## src/design/soc_pkg.sv

```systemverilog
package soc_pkg;

  // APB bus widths
  localparam int ADDR_W = 12;
  localparam int DATA_W = 16;

  // Region field is paddr[11:8], register index is paddr[3:2]
  localparam int REGION_LSB = 8;
  localparam int REG_LSB = 2;

  typedef enum logic [3:0] {
    PER_UART = 4'd0,
    PER_ENC  = 4'd1,
    PER_HEX  = 4'd2,
    PER_SW   = 4'd3,
    PER_NONE = 4'd15
  } periph_e;

  // UART registers
  localparam logic [1:0] REG_UART_DATA = 2'd0;
  localparam logic [1:0] REG_UART_STAT = 2'd1;

  // Encoder registers
  localparam logic [1:0] REG_ENC_COUNT = 2'd0;
  localparam logic [1:0] REG_ENC_STAT = 2'd1;
  localparam logic [1:0] REG_ENC_RGB = 2'd2;

  // Display register
  localparam logic [1:0] REG_HEX_VALUE = 2'd0;

  // Request fields broadcast to every peripheral
  typedef struct packed {
    logic [ADDR_W-1:0] paddr;
    logic              pwrite;
    logic [DATA_W-1:0] pwdata;
    logic              penable;
  } apb_req_t;

  // Encoder count runs 0..23
  localparam int ENC_STEPS = 24;
  localparam int ENC_CNT_W = 5;
  localparam logic [ENC_CNT_W-1:0] ENC_MAX = ENC_CNT_W'(ENC_STEPS - 1);
  localparam logic [DATA_W-1:0] ENC_MOD = DATA_W'(ENC_STEPS);

  // Clock cycles per serial bit
  localparam int UART_DIV = 16;

  typedef enum logic [1:0] {
    IDLE,
    START,
    DATA,
    STOP
  } uart_state_e;

  // Segments g..a, active low
  typedef logic [6:0] seg7_t;

endpackage

```

## src/design/periph_decode.sv

```systemverilog
`timescale 1ns/100ps

module periph_decode (
  input  logic                        clock_50,
  input  logic                        rst,
  input  logic                        psel,
  input  logic                        penable,
  input  logic                        pwrite,
  input  logic [soc_pkg::ADDR_W-1:0]  paddr,
  input  logic [soc_pkg::DATA_W-1:0]  pwdata,
  input  logic [7:0]                  sw,
  output soc_pkg::apb_req_t           req,
  output logic                        sel_uart,
  output logic                        sel_enc,
  output logic                        sel_hex,
  input  logic [soc_pkg::DATA_W-1:0]  rdata_uart,
  input  logic [soc_pkg::DATA_W-1:0]  rdata_enc,
  input  logic [soc_pkg::DATA_W-1:0]  rdata_hex,
  output logic [soc_pkg::DATA_W-1:0]  prdata,
  output logic                        pslverr
);

  soc_pkg::periph_e region;

  assign req = '{paddr: paddr, pwrite: pwrite, pwdata: pwdata, penable: penable};

  always_comb begin
    case (paddr[soc_pkg::REGION_LSB +: 4])
      4'd0: region = soc_pkg::PER_UART;
      4'd1: region = soc_pkg::PER_ENC;
      4'd2: region = soc_pkg::PER_HEX;
      4'd3: region = soc_pkg::PER_SW;
      default: region = soc_pkg::PER_NONE;
    endcase
  end

  assign sel_uart = psel && (region == soc_pkg::PER_UART);
  assign sel_enc = psel && (region == soc_pkg::PER_ENC);
  assign sel_hex = psel && (region == soc_pkg::PER_HEX);

  // Read data mux, zero when idle or unmapped
  always_comb begin
    prdata = '0;
    if (psel) begin
      case (region)
        soc_pkg::PER_UART: prdata = rdata_uart;
        soc_pkg::PER_ENC:  prdata = rdata_enc;
        soc_pkg::PER_HEX:  prdata = rdata_hex;
        soc_pkg::PER_SW:   prdata = {8'h00, sw};
        default:           prdata = '0;
      endcase
    end
  end

  assign pslverr = psel && penable && (region == soc_pkg::PER_NONE);

  // Master must hold psel through the access phase
  a_penable_needs_psel: assert property (
    @(posedge clock_50) disable iff (rst) penable |-> psel
  ) else $error("penable high without psel");

  // Access phase only directly after a setup phase
  a_access_after_setup: assert property (
    @(posedge clock_50) disable iff (rst) penable |-> $past(psel && !penable)
  ) else $error("penable high without preceding setup cycle");

endmodule

```

## src/design/uart.sv

```systemverilog
`timescale 1ns/100ps

module uart #(
  parameter int div = soc_pkg::UART_DIV
) (
  input  logic                        clock_50,
  input  logic                        rst,
  input  soc_pkg::apb_req_t           req,
  input  logic                        sel,
  output logic [soc_pkg::DATA_W-1:0]  prdata,
  output logic                        tx,
  input  logic                        rx
);

  soc_pkg::uart_state_e tx_state;
  soc_pkg::uart_state_e rx_state;
  logic [$clog2(div)-1:0] tx_cnt;
  logic [$clog2(div)-1:0] rx_cnt;
  logic [2:0] tx_bit;
  logic [2:0] rx_bit;
  logic [7:0] tx_shift;
  logic [7:0] rx_shift;
  logic [7:0] rx_data;
  logic [1:0] rx_sync;
  logic       rx_valid;
  logic       tx_busy;
  logic [1:0] reg_idx;
  logic       wr_data;
  logic       rd_data;

  assign reg_idx = req.paddr[soc_pkg::REG_LSB +: 2];
  assign wr_data = sel && req.penable && req.pwrite && (reg_idx == soc_pkg::REG_UART_DATA);
  assign rd_data = sel && req.penable && !req.pwrite && (reg_idx == soc_pkg::REG_UART_DATA);
  assign tx_busy = (tx_state != soc_pkg::IDLE);

  // Transmitter, LSB first
  always_ff @(posedge clock_50) begin
    if (rst) begin
      tx_state <= soc_pkg::IDLE;
      tx_cnt <= '0;
      tx_bit <= '0;
      tx <= 1'b1;
    end else begin
      case (tx_state)
        soc_pkg::IDLE: begin
          tx <= 1'b1;
          if (wr_data) begin
            tx_state <= soc_pkg::START;
            tx <= 1'b0;
            tx_cnt <= '0;
          end
        end
        soc_pkg::START: begin
          if (tx_cnt == div - 1) begin
            tx_cnt <= '0;
            tx_bit <= '0;
            tx <= tx_shift[0];
            tx_state <= soc_pkg::DATA;
          end else begin
            tx_cnt <= tx_cnt + 1'b1;
          end
        end
        soc_pkg::DATA: begin
          if (tx_cnt == div - 1) begin
            tx_cnt <= '0;
            if (tx_bit == 3'd7) begin
              tx <= 1'b1;
              tx_state <= soc_pkg::STOP;
            end else begin
              tx <= tx_shift[0];
              tx_bit <= tx_bit + 1'b1;
            end
          end else begin
            tx_cnt <= tx_cnt + 1'b1;
          end
        end
        default: begin
          if (tx_cnt == div - 1) begin
            tx_cnt <= '0;
            tx_state <= soc_pkg::IDLE;
          end else begin
            tx_cnt <= tx_cnt + 1'b1;
          end
        end
      endcase
    end
  end

  // Shift register follows the bit boundaries above
  always_ff @(posedge clock_50) begin
    if (tx_state == soc_pkg::IDLE && wr_data) begin
      tx_shift <= req.pwdata[7:0];
    end else if (tx_state != soc_pkg::IDLE && tx_cnt == div - 1) begin
      tx_shift <= {1'b0, tx_shift[7:1]};
    end
  end

  // Receiver samples in the middle of each bit
  always_ff @(posedge clock_50) begin
    if (rst) begin
      rx_sync <= 2'b11;
      rx_state <= soc_pkg::IDLE;
      rx_cnt <= '0;
      rx_bit <= '0;
      rx_valid <= 1'b0;
      rx_data <= '0;
    end else begin
      rx_sync <= {rx_sync[0], rx};
      if (rd_data) begin
        rx_valid <= 1'b0;
      end
      case (rx_state)
        soc_pkg::IDLE: begin
          rx_cnt <= '0;
          if (!rx_sync[1]) begin
            rx_state <= soc_pkg::START;
          end
        end
        soc_pkg::START: begin
          if (rx_cnt == div / 2 - 1) begin
            rx_cnt <= '0;
            rx_bit <= '0;
            // Line back high means a glitch, not a start bit
            rx_state <= rx_sync[1] ? soc_pkg::IDLE : soc_pkg::DATA;
          end else begin
            rx_cnt <= rx_cnt + 1'b1;
          end
        end
        soc_pkg::DATA: begin
          if (rx_cnt == div - 1) begin
            rx_cnt <= '0;
            rx_shift <= {rx_sync[1], rx_shift[7:1]};
            rx_bit <= rx_bit + 1'b1;
            if (rx_bit == 3'd7) begin
              rx_state <= soc_pkg::STOP;
            end
          end else begin
            rx_cnt <= rx_cnt + 1'b1;
          end
        end
        default: begin
          if (rx_cnt == div - 1) begin
            rx_cnt <= '0;
            rx_state <= soc_pkg::IDLE;
            if (rx_sync[1]) begin
              rx_data <= rx_shift;
              rx_valid <= 1'b1;
            end
          end else begin
            rx_cnt <= rx_cnt + 1'b1;
          end
        end
      endcase
    end
  end

  always_comb begin
    case (reg_idx)
      soc_pkg::REG_UART_DATA: prdata = {8'h00, rx_data};
      soc_pkg::REG_UART_STAT: prdata = {14'h0000, rx_valid, tx_busy};
      default: prdata = '0;
    endcase
  end

  a_tx_idle_high: assert property (
    @(posedge clock_50) disable iff (rst) (tx_state == soc_pkg::IDLE) |-> tx
  ) else $error("tx low while transmitter is %s", tx_state.name());

endmodule

```

## src/design/quad_encoder.sv

```systemverilog
`timescale 1ns/100ps

module quad_encoder (
  input  logic                        clock_50,
  input  logic                        rst,
  input  soc_pkg::apb_req_t           req,
  input  logic                        sel,
  output logic [soc_pkg::DATA_W-1:0]  prdata,
  input  logic [1:0]                  quad,
  input  logic                        button,
  output logic [2:0]                  rgb
);

  logic [1:0] quad_s1;
  logic [1:0] quad_s2;
  logic [1:0] quad_prev;
  logic       btn_s1;
  logic       btn_s2;
  logic       btn_prev;
  logic       btn_latch;
  logic [1:0] pos_new;
  logic [1:0] pos_old;
  logic [1:0] step;
  logic [soc_pkg::ENC_CNT_W-1:0] count;
  logic [soc_pkg::DATA_W-1:0] load_val;
  logic [1:0] reg_idx;
  logic       wr;

  assign reg_idx = req.paddr[soc_pkg::REG_LSB +: 2];
  assign wr = sel && req.penable && req.pwrite;
  assign load_val = req.pwdata % soc_pkg::ENC_MOD;

  // Gray code to position: 00->0, 01->1, 11->2, 10->3
  assign pos_new = {quad_s2[1], quad_s2[1] ^ quad_s2[0]};
  assign pos_old = {quad_prev[1], quad_prev[1] ^ quad_prev[0]};
  assign step = pos_new - pos_old;

  always_ff @(posedge clock_50) begin
    if (rst) begin
      quad_s1 <= 2'b00;
      quad_s2 <= 2'b00;
      quad_prev <= 2'b00;
      btn_s1 <= 1'b0;
      btn_s2 <= 1'b0;
      btn_prev <= 1'b0;
      btn_latch <= 1'b0;
      count <= '0;
      rgb <= 3'b000;
    end else begin
      quad_s1 <= quad;
      quad_s2 <= quad_s1;
      quad_prev <= quad_s2;
      btn_s1 <= button;
      btn_s2 <= btn_s1;
      btn_prev <= btn_s2;

      // Step of 2 is a double jump and is ignored
      if (wr && reg_idx == soc_pkg::REG_ENC_COUNT) begin
        count <= load_val[soc_pkg::ENC_CNT_W-1:0];
      end else if (step == 2'd1) begin
        count <= (count == soc_pkg::ENC_MAX) ? '0 : count + 1'b1;
      end else if (step == 2'd3) begin
        count <= (count == '0) ? soc_pkg::ENC_MAX : count - 1'b1;
      end

      if (wr && reg_idx == soc_pkg::REG_ENC_STAT) begin
        btn_latch <= 1'b0;
      end
      if (btn_s2 && !btn_prev) begin
        btn_latch <= 1'b1;
      end

      if (wr && reg_idx == soc_pkg::REG_ENC_RGB) begin
        rgb <= req.pwdata[2:0];
      end
    end
  end

  always_comb begin
    case (reg_idx)
      soc_pkg::REG_ENC_COUNT: prdata = {11'h000, count};
      soc_pkg::REG_ENC_STAT:  prdata = {15'h0000, btn_latch};
      soc_pkg::REG_ENC_RGB:   prdata = {13'h0000, rgb};
      default: prdata = '0;
    endcase
  end

  a_count_in_range: assert property (
    @(posedge clock_50) disable iff (rst) count < soc_pkg::ENC_STEPS
  ) else $error("encoder count %0d out of range", count);

endmodule

```

## src/design/hex_display.sv

```systemverilog
`timescale 1ns/100ps

module hex_display (
  input  logic                        clock_50,
  input  logic                        rst,
  input  soc_pkg::apb_req_t           req,
  input  logic                        sel,
  output logic [soc_pkg::DATA_W-1:0]  prdata,
  output soc_pkg::seg7_t              hex0,
  output soc_pkg::seg7_t              hex1,
  output soc_pkg::seg7_t              hex2,
  output soc_pkg::seg7_t              hex3
);

  logic [soc_pkg::DATA_W-1:0] value;
  logic wr;

  function automatic soc_pkg::seg7_t font(input logic [3:0] nib);
    case (nib)
      4'h0: font = 7'h40;
      4'h1: font = 7'h79;
      4'h2: font = 7'h24;
      4'h3: font = 7'h30;
      4'h4: font = 7'h19;
      4'h5: font = 7'h12;
      4'h6: font = 7'h02;
      4'h7: font = 7'h78;
      4'h8: font = 7'h00;
      4'h9: font = 7'h10;
      4'hA: font = 7'h08;
      4'hB: font = 7'h03;
      4'hC: font = 7'h46;
      4'hD: font = 7'h21;
      4'hE: font = 7'h06;
      default: font = 7'h0E;
    endcase
  endfunction

  assign wr = sel && req.penable && req.pwrite &&
              (req.paddr[soc_pkg::REG_LSB +: 2] == soc_pkg::REG_HEX_VALUE);

  always_ff @(posedge clock_50) begin
    if (rst) begin
      value <= '0;
    end else if (wr) begin
      value <= req.pwdata;
    end
  end

  // Segment registers lag the value by one clock
  always_ff @(posedge clock_50) begin
    if (rst) begin
      hex0 <= font(4'h0);
      hex1 <= font(4'h0);
      hex2 <= font(4'h0);
      hex3 <= font(4'h0);
    end else begin
      hex0 <= font(value[3:0]);
      hex1 <= font(value[7:4]);
      hex2 <= font(value[11:8]);
      hex3 <= font(value[15:12]);
    end
  end

  assign prdata = (req.paddr[soc_pkg::REG_LSB +: 2] == soc_pkg::REG_HEX_VALUE) ? value : '0;

endmodule

```

## src/design/soc_periph.sv

```systemverilog
`timescale 1ns/100ps

module soc_periph (
  input  logic                        clock_50,
  input  logic                        rst,
  input  logic                        psel,
  input  logic                        penable,
  input  logic                        pwrite,
  input  logic [soc_pkg::ADDR_W-1:0]  paddr,
  input  logic [soc_pkg::DATA_W-1:0]  pwdata,
  output logic [soc_pkg::DATA_W-1:0]  prdata,
  output logic                        pslverr,
  input  logic [7:0]                  sw,
  input  logic [1:0]                  quad,
  input  logic                        button,
  output logic [2:0]                  rgb,
  output logic                        serial_tx,
  input  logic                        serial_rx,
  output soc_pkg::seg7_t              hex0,
  output soc_pkg::seg7_t              hex1,
  output soc_pkg::seg7_t              hex2,
  output soc_pkg::seg7_t              hex3
);

  soc_pkg::apb_req_t req;
  logic sel_uart;
  logic sel_enc;
  logic sel_hex;
  logic [soc_pkg::DATA_W-1:0] rdata_uart;
  logic [soc_pkg::DATA_W-1:0] rdata_enc;
  logic [soc_pkg::DATA_W-1:0] rdata_hex;

  periph_decode u_decode (
    .clock_50(clock_50), .rst(rst),
    .psel(psel), .penable(penable), .pwrite(pwrite), .paddr(paddr), .pwdata(pwdata),
    .sw(sw), .req(req),
    .sel_uart(sel_uart), .sel_enc(sel_enc), .sel_hex(sel_hex),
    .rdata_uart(rdata_uart), .rdata_enc(rdata_enc), .rdata_hex(rdata_hex),
    .prdata(prdata), .pslverr(pslverr)
  );

  uart #(.div(soc_pkg::UART_DIV)) u_uart (
    .clock_50(clock_50), .rst(rst), .req(req), .sel(sel_uart),
    .prdata(rdata_uart), .tx(serial_tx), .rx(serial_rx)
  );

  quad_encoder u_enc (
    .clock_50(clock_50), .rst(rst), .req(req), .sel(sel_enc),
    .prdata(rdata_enc), .quad(quad), .button(button), .rgb(rgb)
  );

  hex_display u_hex (
    .clock_50(clock_50), .rst(rst), .req(req), .sel(sel_hex), .prdata(rdata_hex),
    .hex0(hex0), .hex1(hex1), .hex2(hex2), .hex3(hex3)
  );

endmodule

```

## config.mk

```make
export PLATFORM = sky130hd
export DESIGN_NAME = soc_periph
export DESIGN_NICKNAME = d
export VERILOG_FILES = /design/src/design/soc_pkg.sv /design/src/design/periph_decode.sv /design/src/design/uart.sv /design/src/design/quad_encoder.sv /design/src/design/hex_display.sv /design/src/design/soc_periph.sv
export SDC_FILE = /design/constraint.sdc
export NUM_CORES = 1
export LEC_CHECK = 0
export ABC_AREA = 0
export BUFFER_PORTS_ARGS = -buffer_cell sky130_fd_sc_hd__buf_4
export CAP_MARGIN = 40
export CORE_UTILIZATION = 50
export DETAILED_ROUTE_END_ITERATION = 7
export PLACE_DENSITY = 0.81
export SLEW_MARGIN = 10
export SYNTH_ARGS = -nofsm -noshare
export SYNTH_HDL_FRONTEND = slang
export SYNTH_SLANG_ARGS = --single-unit
```

## constraint.sdc

```tcl
create_clock -name clock_50 -period 5.1 [get_ports clock_50]
set_input_delay 1.02 -clock clock_50 [delete_from_list [all_inputs] [get_ports clock_50]]
set_output_delay 1.02 -clock clock_50 [all_outputs]
set_load 0.01 [all_outputs]
```

---- Yosys cells after proc, flatten, opt, wreduce, memory -nomap -nowiden ----
Memory sizes are Yosys's and may differ from the RTL's. A register that Yosys moved wholly into a read port is not among the register bits.
Cells that the tools add are included.
cells by class
  multipliers ............................. 0
  div/mod/pow operators ................... 1
  reduce and logical (&&, ||, !) cells .... 46
  shift-type cells ........................ 0
  bitwise operators ....................... 4
  $add $sub $neg .......................... 7
  $lt $le $gt $ge ......................... 0
  equality and inequality tests ........... 30
  muxes and demuxes ....................... 50
operators with widths
  cell                   number
  $pmux 16 s4            1
  $mux 16                2
  $mux 5                 5
  $mux 2                 11
  $logic_and 1x1->1      21
  $mux 4                 5
  $eq 4x2->1 const B     4
  $mod 16x5->16 const B  1
  $mux 8                 2
  $pmux 4 s4             1
  $pmux 8 s2             1
  $mux 3                 5
  $pmux 5 s3             1
  $ne 2x1->1 const B     7
  $eq 4x4->1 const B     3
  $pmux 2 s3             2
  $pmux 3 s2             2
  $reduce_and 3->1       4
  $reduce_bool 2->1      6
  $mux 1                 10
  $reduce_and 5->1       2
  $reduce_bool 3->1      3
  $add 4x1->4 const B    2
  $eq 2x1->1 const B     4
  other kinds (20)       33
word-level totals
  logic and storage cells ................. 164
  input bits .............................. 45
  flip-flop bits (word level) ............. 80
  RAM bits ................................ 0
  memories ................................ 4
  memory bits (read-only) ................. 448
  output and inout bits ................... 49
  bits in latches ......................... 0
memories
  name             words  width  rd ports  clocked after Yosys merged registers in  wr ports  RTL line           source
  (no name shown)  16     7      1         1                                        0         hex_display.sv:19  case (nib)
  (no name shown)  16     7      1         1                                        0         hex_display.sv:19
  (no name shown)  16     7      1         1                                        0         hex_display.sv:19
  (no name shown)  16     7      1         1                                        0         hex_display.sv:19

---- Longest topological paths before layout ----
  depth after elaboration ................. 11
  depth in mapped cells ................... 10
  gate-level depth less buffers ........... 10

---- Hierarchy ----
A second synthesis with hierarchy kept.
second synthesis, totals
  cells, all modules ...................... 816
  area, all modules ....................... 7179.4 um^2
by module, submodules not included
  module         instances  cells an instance  area each (um^2)  sequential area each (um^2)
  hex_display    1          277                2521.2            880.8
  uart           1          210                2154.6            1081.0
  quad_encoder   1          218                1719.1            360.3
  periph_decode  1          111                784.5             0.0

---- Least setup slack after synthesis ----
Ideal clock, no wire load.
  kind .................................... input-to-output
  from .................................... input paddr[3] (netlist bit)
  to ...................................... output prdata[6] (netlist bit)
  setup slack ............................. 1.639 ns
  stages on the path ...................... 6
  arrival ................................. 2.441 ns
  buffers on the path ..................... 2
  required time ........................... 4.080 ns
  path through ............................ clkbuf_1 -> nor4_1 -> and2_1 -> clkbuf_1 -> a222oi_1 -> nor2_1
on the way
  word-level cells in the longest chain between the ends .. 4
  elaborated cells between the ends (all ways) .. 6
  classes of those cells .................. eq/ne: 1; mux: 4; reduce/logical: 1
ends and longest elaborated chain
  element                                        RTL line                        source
  start: declaration                             soc_periph.sv:9                 input logic [soc_pkg::ADDR_W-1:0] paddr,
  $eq 2x1->1 or $logic_not 2->1 (tied branches)  uart.sv:158, hex_display.sv:65
  $pmux 8 s2 or $mux 16 (tied branches)          uart.sv:158, hex_display.sv:65
  $pmux 16 s4 *                                  periph_decode.sv:45             case (region)
  $mux 16 *                                      periph_decode.sv:44             if (psel) begin
  end: declaration                               soc_periph.sv:11                output logic [soc_pkg::DATA_W-1:0] prdata,
Every way passes the cells marked *; elsewhere a longest branch is shown, timed or not.

---- Final worst setup path ----
  from .................................... input paddr[11] (netlist bit)
  to ...................................... output prdata[0] (netlist bit)
on the way
  word-level cells in the longest chain between the ends .. 5
  elaborated cells between the ends (all ways) .. 11
  classes of those cells .................. eq/ne: 6; mux: 3; reduce/logical: 2
ends and longest elaborated chain
  element                             RTL line             source
  $eq 4x2->1 (tied with other cells)  periph_decode.sv:28  case (paddr[soc_pkg::REGION_LSB +: 4])
  $pmux 4 s4 *                        periph_decode.sv:28
  $eq 4x2->1 (tied with other cells)  periph_decode.sv:45
  $pmux 16 s4 *                       periph_decode.sv:45
  $mux 16 *                           periph_decode.sv:44
Marks and branches as above.

==> results.cfg <==
[run_status]
outcome = complete, no violations

[placed_design]
hpwl_um = 9940
placedCellCount = 959
gp_congestion = 0.903
placed_cell_area_mm2 = 0.00699
port_buffers = 87

[grt]
grt_max_degree = 66
antenna_found_initial = 0
track_usage_pct = 21.5
first_global_vias = 4814
grt_pass1_wl_um = 22500
overflow = 0

[clock_tree]
clk_pin_slew_ns = 0.07
tritoncts = done
ctsResizeCount = 0
post-cts-setup-buffers = 0
clkLatencyLatePin_ns = 0.35
cts_made_buffers = 9
holdBufCountCts = 0
root_buffer = clkbuf_16
ctsHtreeMaxLevel = 3
cts.sink_count = 108
cts.path.max_buffers = 2

[sta]
setup_viol = 0
maxSlewViolCount = 0
finalHoldViolCount = 0
fin_crit_sh_pct = 77.5
holdWs_ns = 0.415
rsz0062_at_grt = no
slew-limit-headroom_pct = 48.1
tightest_slew_ns = 0.759
skew_ns = 0.00866
fmax_mhz = 253
fin_crit_ns = 3.95
tns_ns = 0

[die]
die_h_um = 114
dieArea_mm2 = 0.0130
start_util_pct = 51.7
std_cell_rows = 40
dieWidth_um = 114
io-pin-count = 94
core-area_mm2 = 0.0121

[final_layout]
synthToLayoutAreaGrowth_pct = 16.2
drive_gt1_share_pct = 16.6
nNetsFinal = 888
layout.cells.non_filler = 975
antenna_cells = 0
fin_area_mm2 = 0.00728

[critical_path]
reg2reg_depth = 10
cp-end-kind = output pin
crit_type = in -> out
worstPathRequired_ns = 4.08
crit_arrival_ns = 2.93
cp_max_fo = 14
crit_path_start_kind = primary input

[synth]
synth_fp_nets = 830
async_reset_ff_share_pct = 0
synth_top_area_share_pct = 29.4
yosysTopAreaCell = dfxtp_1
synth_seq_cells = 108
seq_area_frac_synth_pct = 37.1
synthTopCellsByArea = dfxtp_1 29%, ha_1 8.2%, edfxtp_1 7.7%
synth_edf_count = 16
yosysWarnings = 0
synth_ff_type = dfxtp_1
netlist_area_mm2 = 0.00626
synth.most_common_cell = nor2_1
syn_inst = 744
synth_cell_types = 72
syn-mean-instance-area_um2 = 8.42
synth_common_cells = 95 x nor2_1, 92 x dfxtp_1, 83 x nand2_1

[min_path]
min_path_cells = 1
hold_path_class = reg -> reg

[detailed_routing]
firstDrtPassIters = 5
drcViolationCount = 0
dr_total_vias = 5447
initialDrtViolationCount = 483
routed_wl_um = 13800
viasPerCell = 5.59
ant_nets = 0
wl_per_cell_um = 14.1

[run]
drv_cap = 0

[pwr]
vdd_ir_drop_max_mv = 0.209
power.total_mw = 1.87
p_leak_nw = 2.86
powerDensity_mw_per_mm2 = 257
[layer usage]
layer | GRT usage [%] | part of all wire, %
met2 | 36.4 | 48
met1 | 28.1 | 47
met4 | 5.89 | 1.0
met5 | 0 | 0
met3 | 4.09 | 4.5
[report_power, final]
part           total [mW]  switching [mW]  internal [mW]
logic               0.292           0.170          0.122
registers           0.905          0.0187          0.886
clock network       0.672           0.332          0.340
[state kept, by name (all words and copies together) (netlist names), 3 cells and up]
name	count
u_hex.value	16
u_uart.rx_data	8
u_uart.tx_cnt	4
u_hex.hex1	7
u_uart.rx_shift	8
u_uart.tx_bit	3
u_uart.rx_cnt	4
u_enc.count	5
u_hex.hex2	7
u_uart.rx_bit	3
u_hex.hex3	7
u_uart.tx_shift	8
u_hex.hex0	7
u_enc.rgb	3
[cell type report]
class,instances,area [um2]
Clock buffer,9,225
Clock inverter,7,57.6
Fill cell,1108,4830
Inverter,29,109
Multi-Input combinational cell,563,3650
Sequential cell,108,2320
Tap cell,168,210
Timing Repair Buffer,91,701
[cell families (layout without fill, tap and decap cells)]
| kind of cell | count (synthesis) | after routing | share of synthesized area (%) |
|---|---|---|---|
| buffers and inverters | 73 | 136 | 4.61 |
| AND/OR/NAND/NOR | 300 | 300 | 23.2 |
| XOR/XNOR | 14 | 14 | 1.96 |
| AO/OA/AOI/OAI | 173 | 173 | 19.0 |
| flip-flops | 108 | 108 | 37.1 |
| adder cells (fa/ha/maj) | 41 | 41 | 8.19 |
| multiplexers | 35 | 35 | 5.99 |
[through the flow]
stage	setup WS, ns	util (%)
after floorplan	1.64	-
after global placement	1.18	57.4
after detailed placement	1.17	57.7
after CTS	1.16	60.1
after global routing	0.959	60.1
final	1.15	60.1
[worst max-delay path, cell delays in order]
cell	delay, ns
buf_4	0.12
nor4_1	0.69
and2_1	0.56
a222oi_1	0.18
o21a_1	0.14
nor2_1	0.08
buf_4	0.14
[final timing paths]
kind / from / end / slack [ns]
hold reg to reg: u_uart.rx_sync[0]$_SDFF_PP1_ / u_uart.rx_sync[1]$_SDFF_PP1_ / 0.42
hold / removal: u_uart.rx_sync[0]$_SDFF_PP1_ / u_uart.rx_sync[1]$_SDFF_PP1_ / 0.42
setup / recovery: paddr[11] / prdata[0] / 1.15
setup reg to reg: u_enc.quad_prev[1]$_SDFF_PP0_ / u_enc.count[4]$_SDFFE_PP0P_ / 2.36
[cells in the final DEF, fill, tap and decap left out, types with 4 or more instances in the layout]
master	Yosys	layout
a211oi_1	18	18
a21oi_1	55	55
a221o_1	4	4
a222oi_1	6	6
a22oi_1	4	4
a311oi_1	11	11
a31oi_1	9	9
a32oi_1	5	5
and2_1	4	4
and3_1	13	13
buf_4	1	89
clkbuf_16	0	9
dfxtp_1	92	92
edfxtp_1	16	16
ha_1	41	41
inv_1	29	29
mux2_2	10	10
mux2i_1	24	24
nand2_1	83	83
nand2b_1	13	13
nand3_1	19	19
nand3b_1	5	5
nand4_1	6	6
nor2_1	95	95
nor2b_1	20	20
nor3_1	16	16
o21ai_0	20	20
o22ai_1	5	5
o31ai_1	5	5
xnor2_1	5	5
xor2_1	9	9
Power figures use the tool's default switching activity.
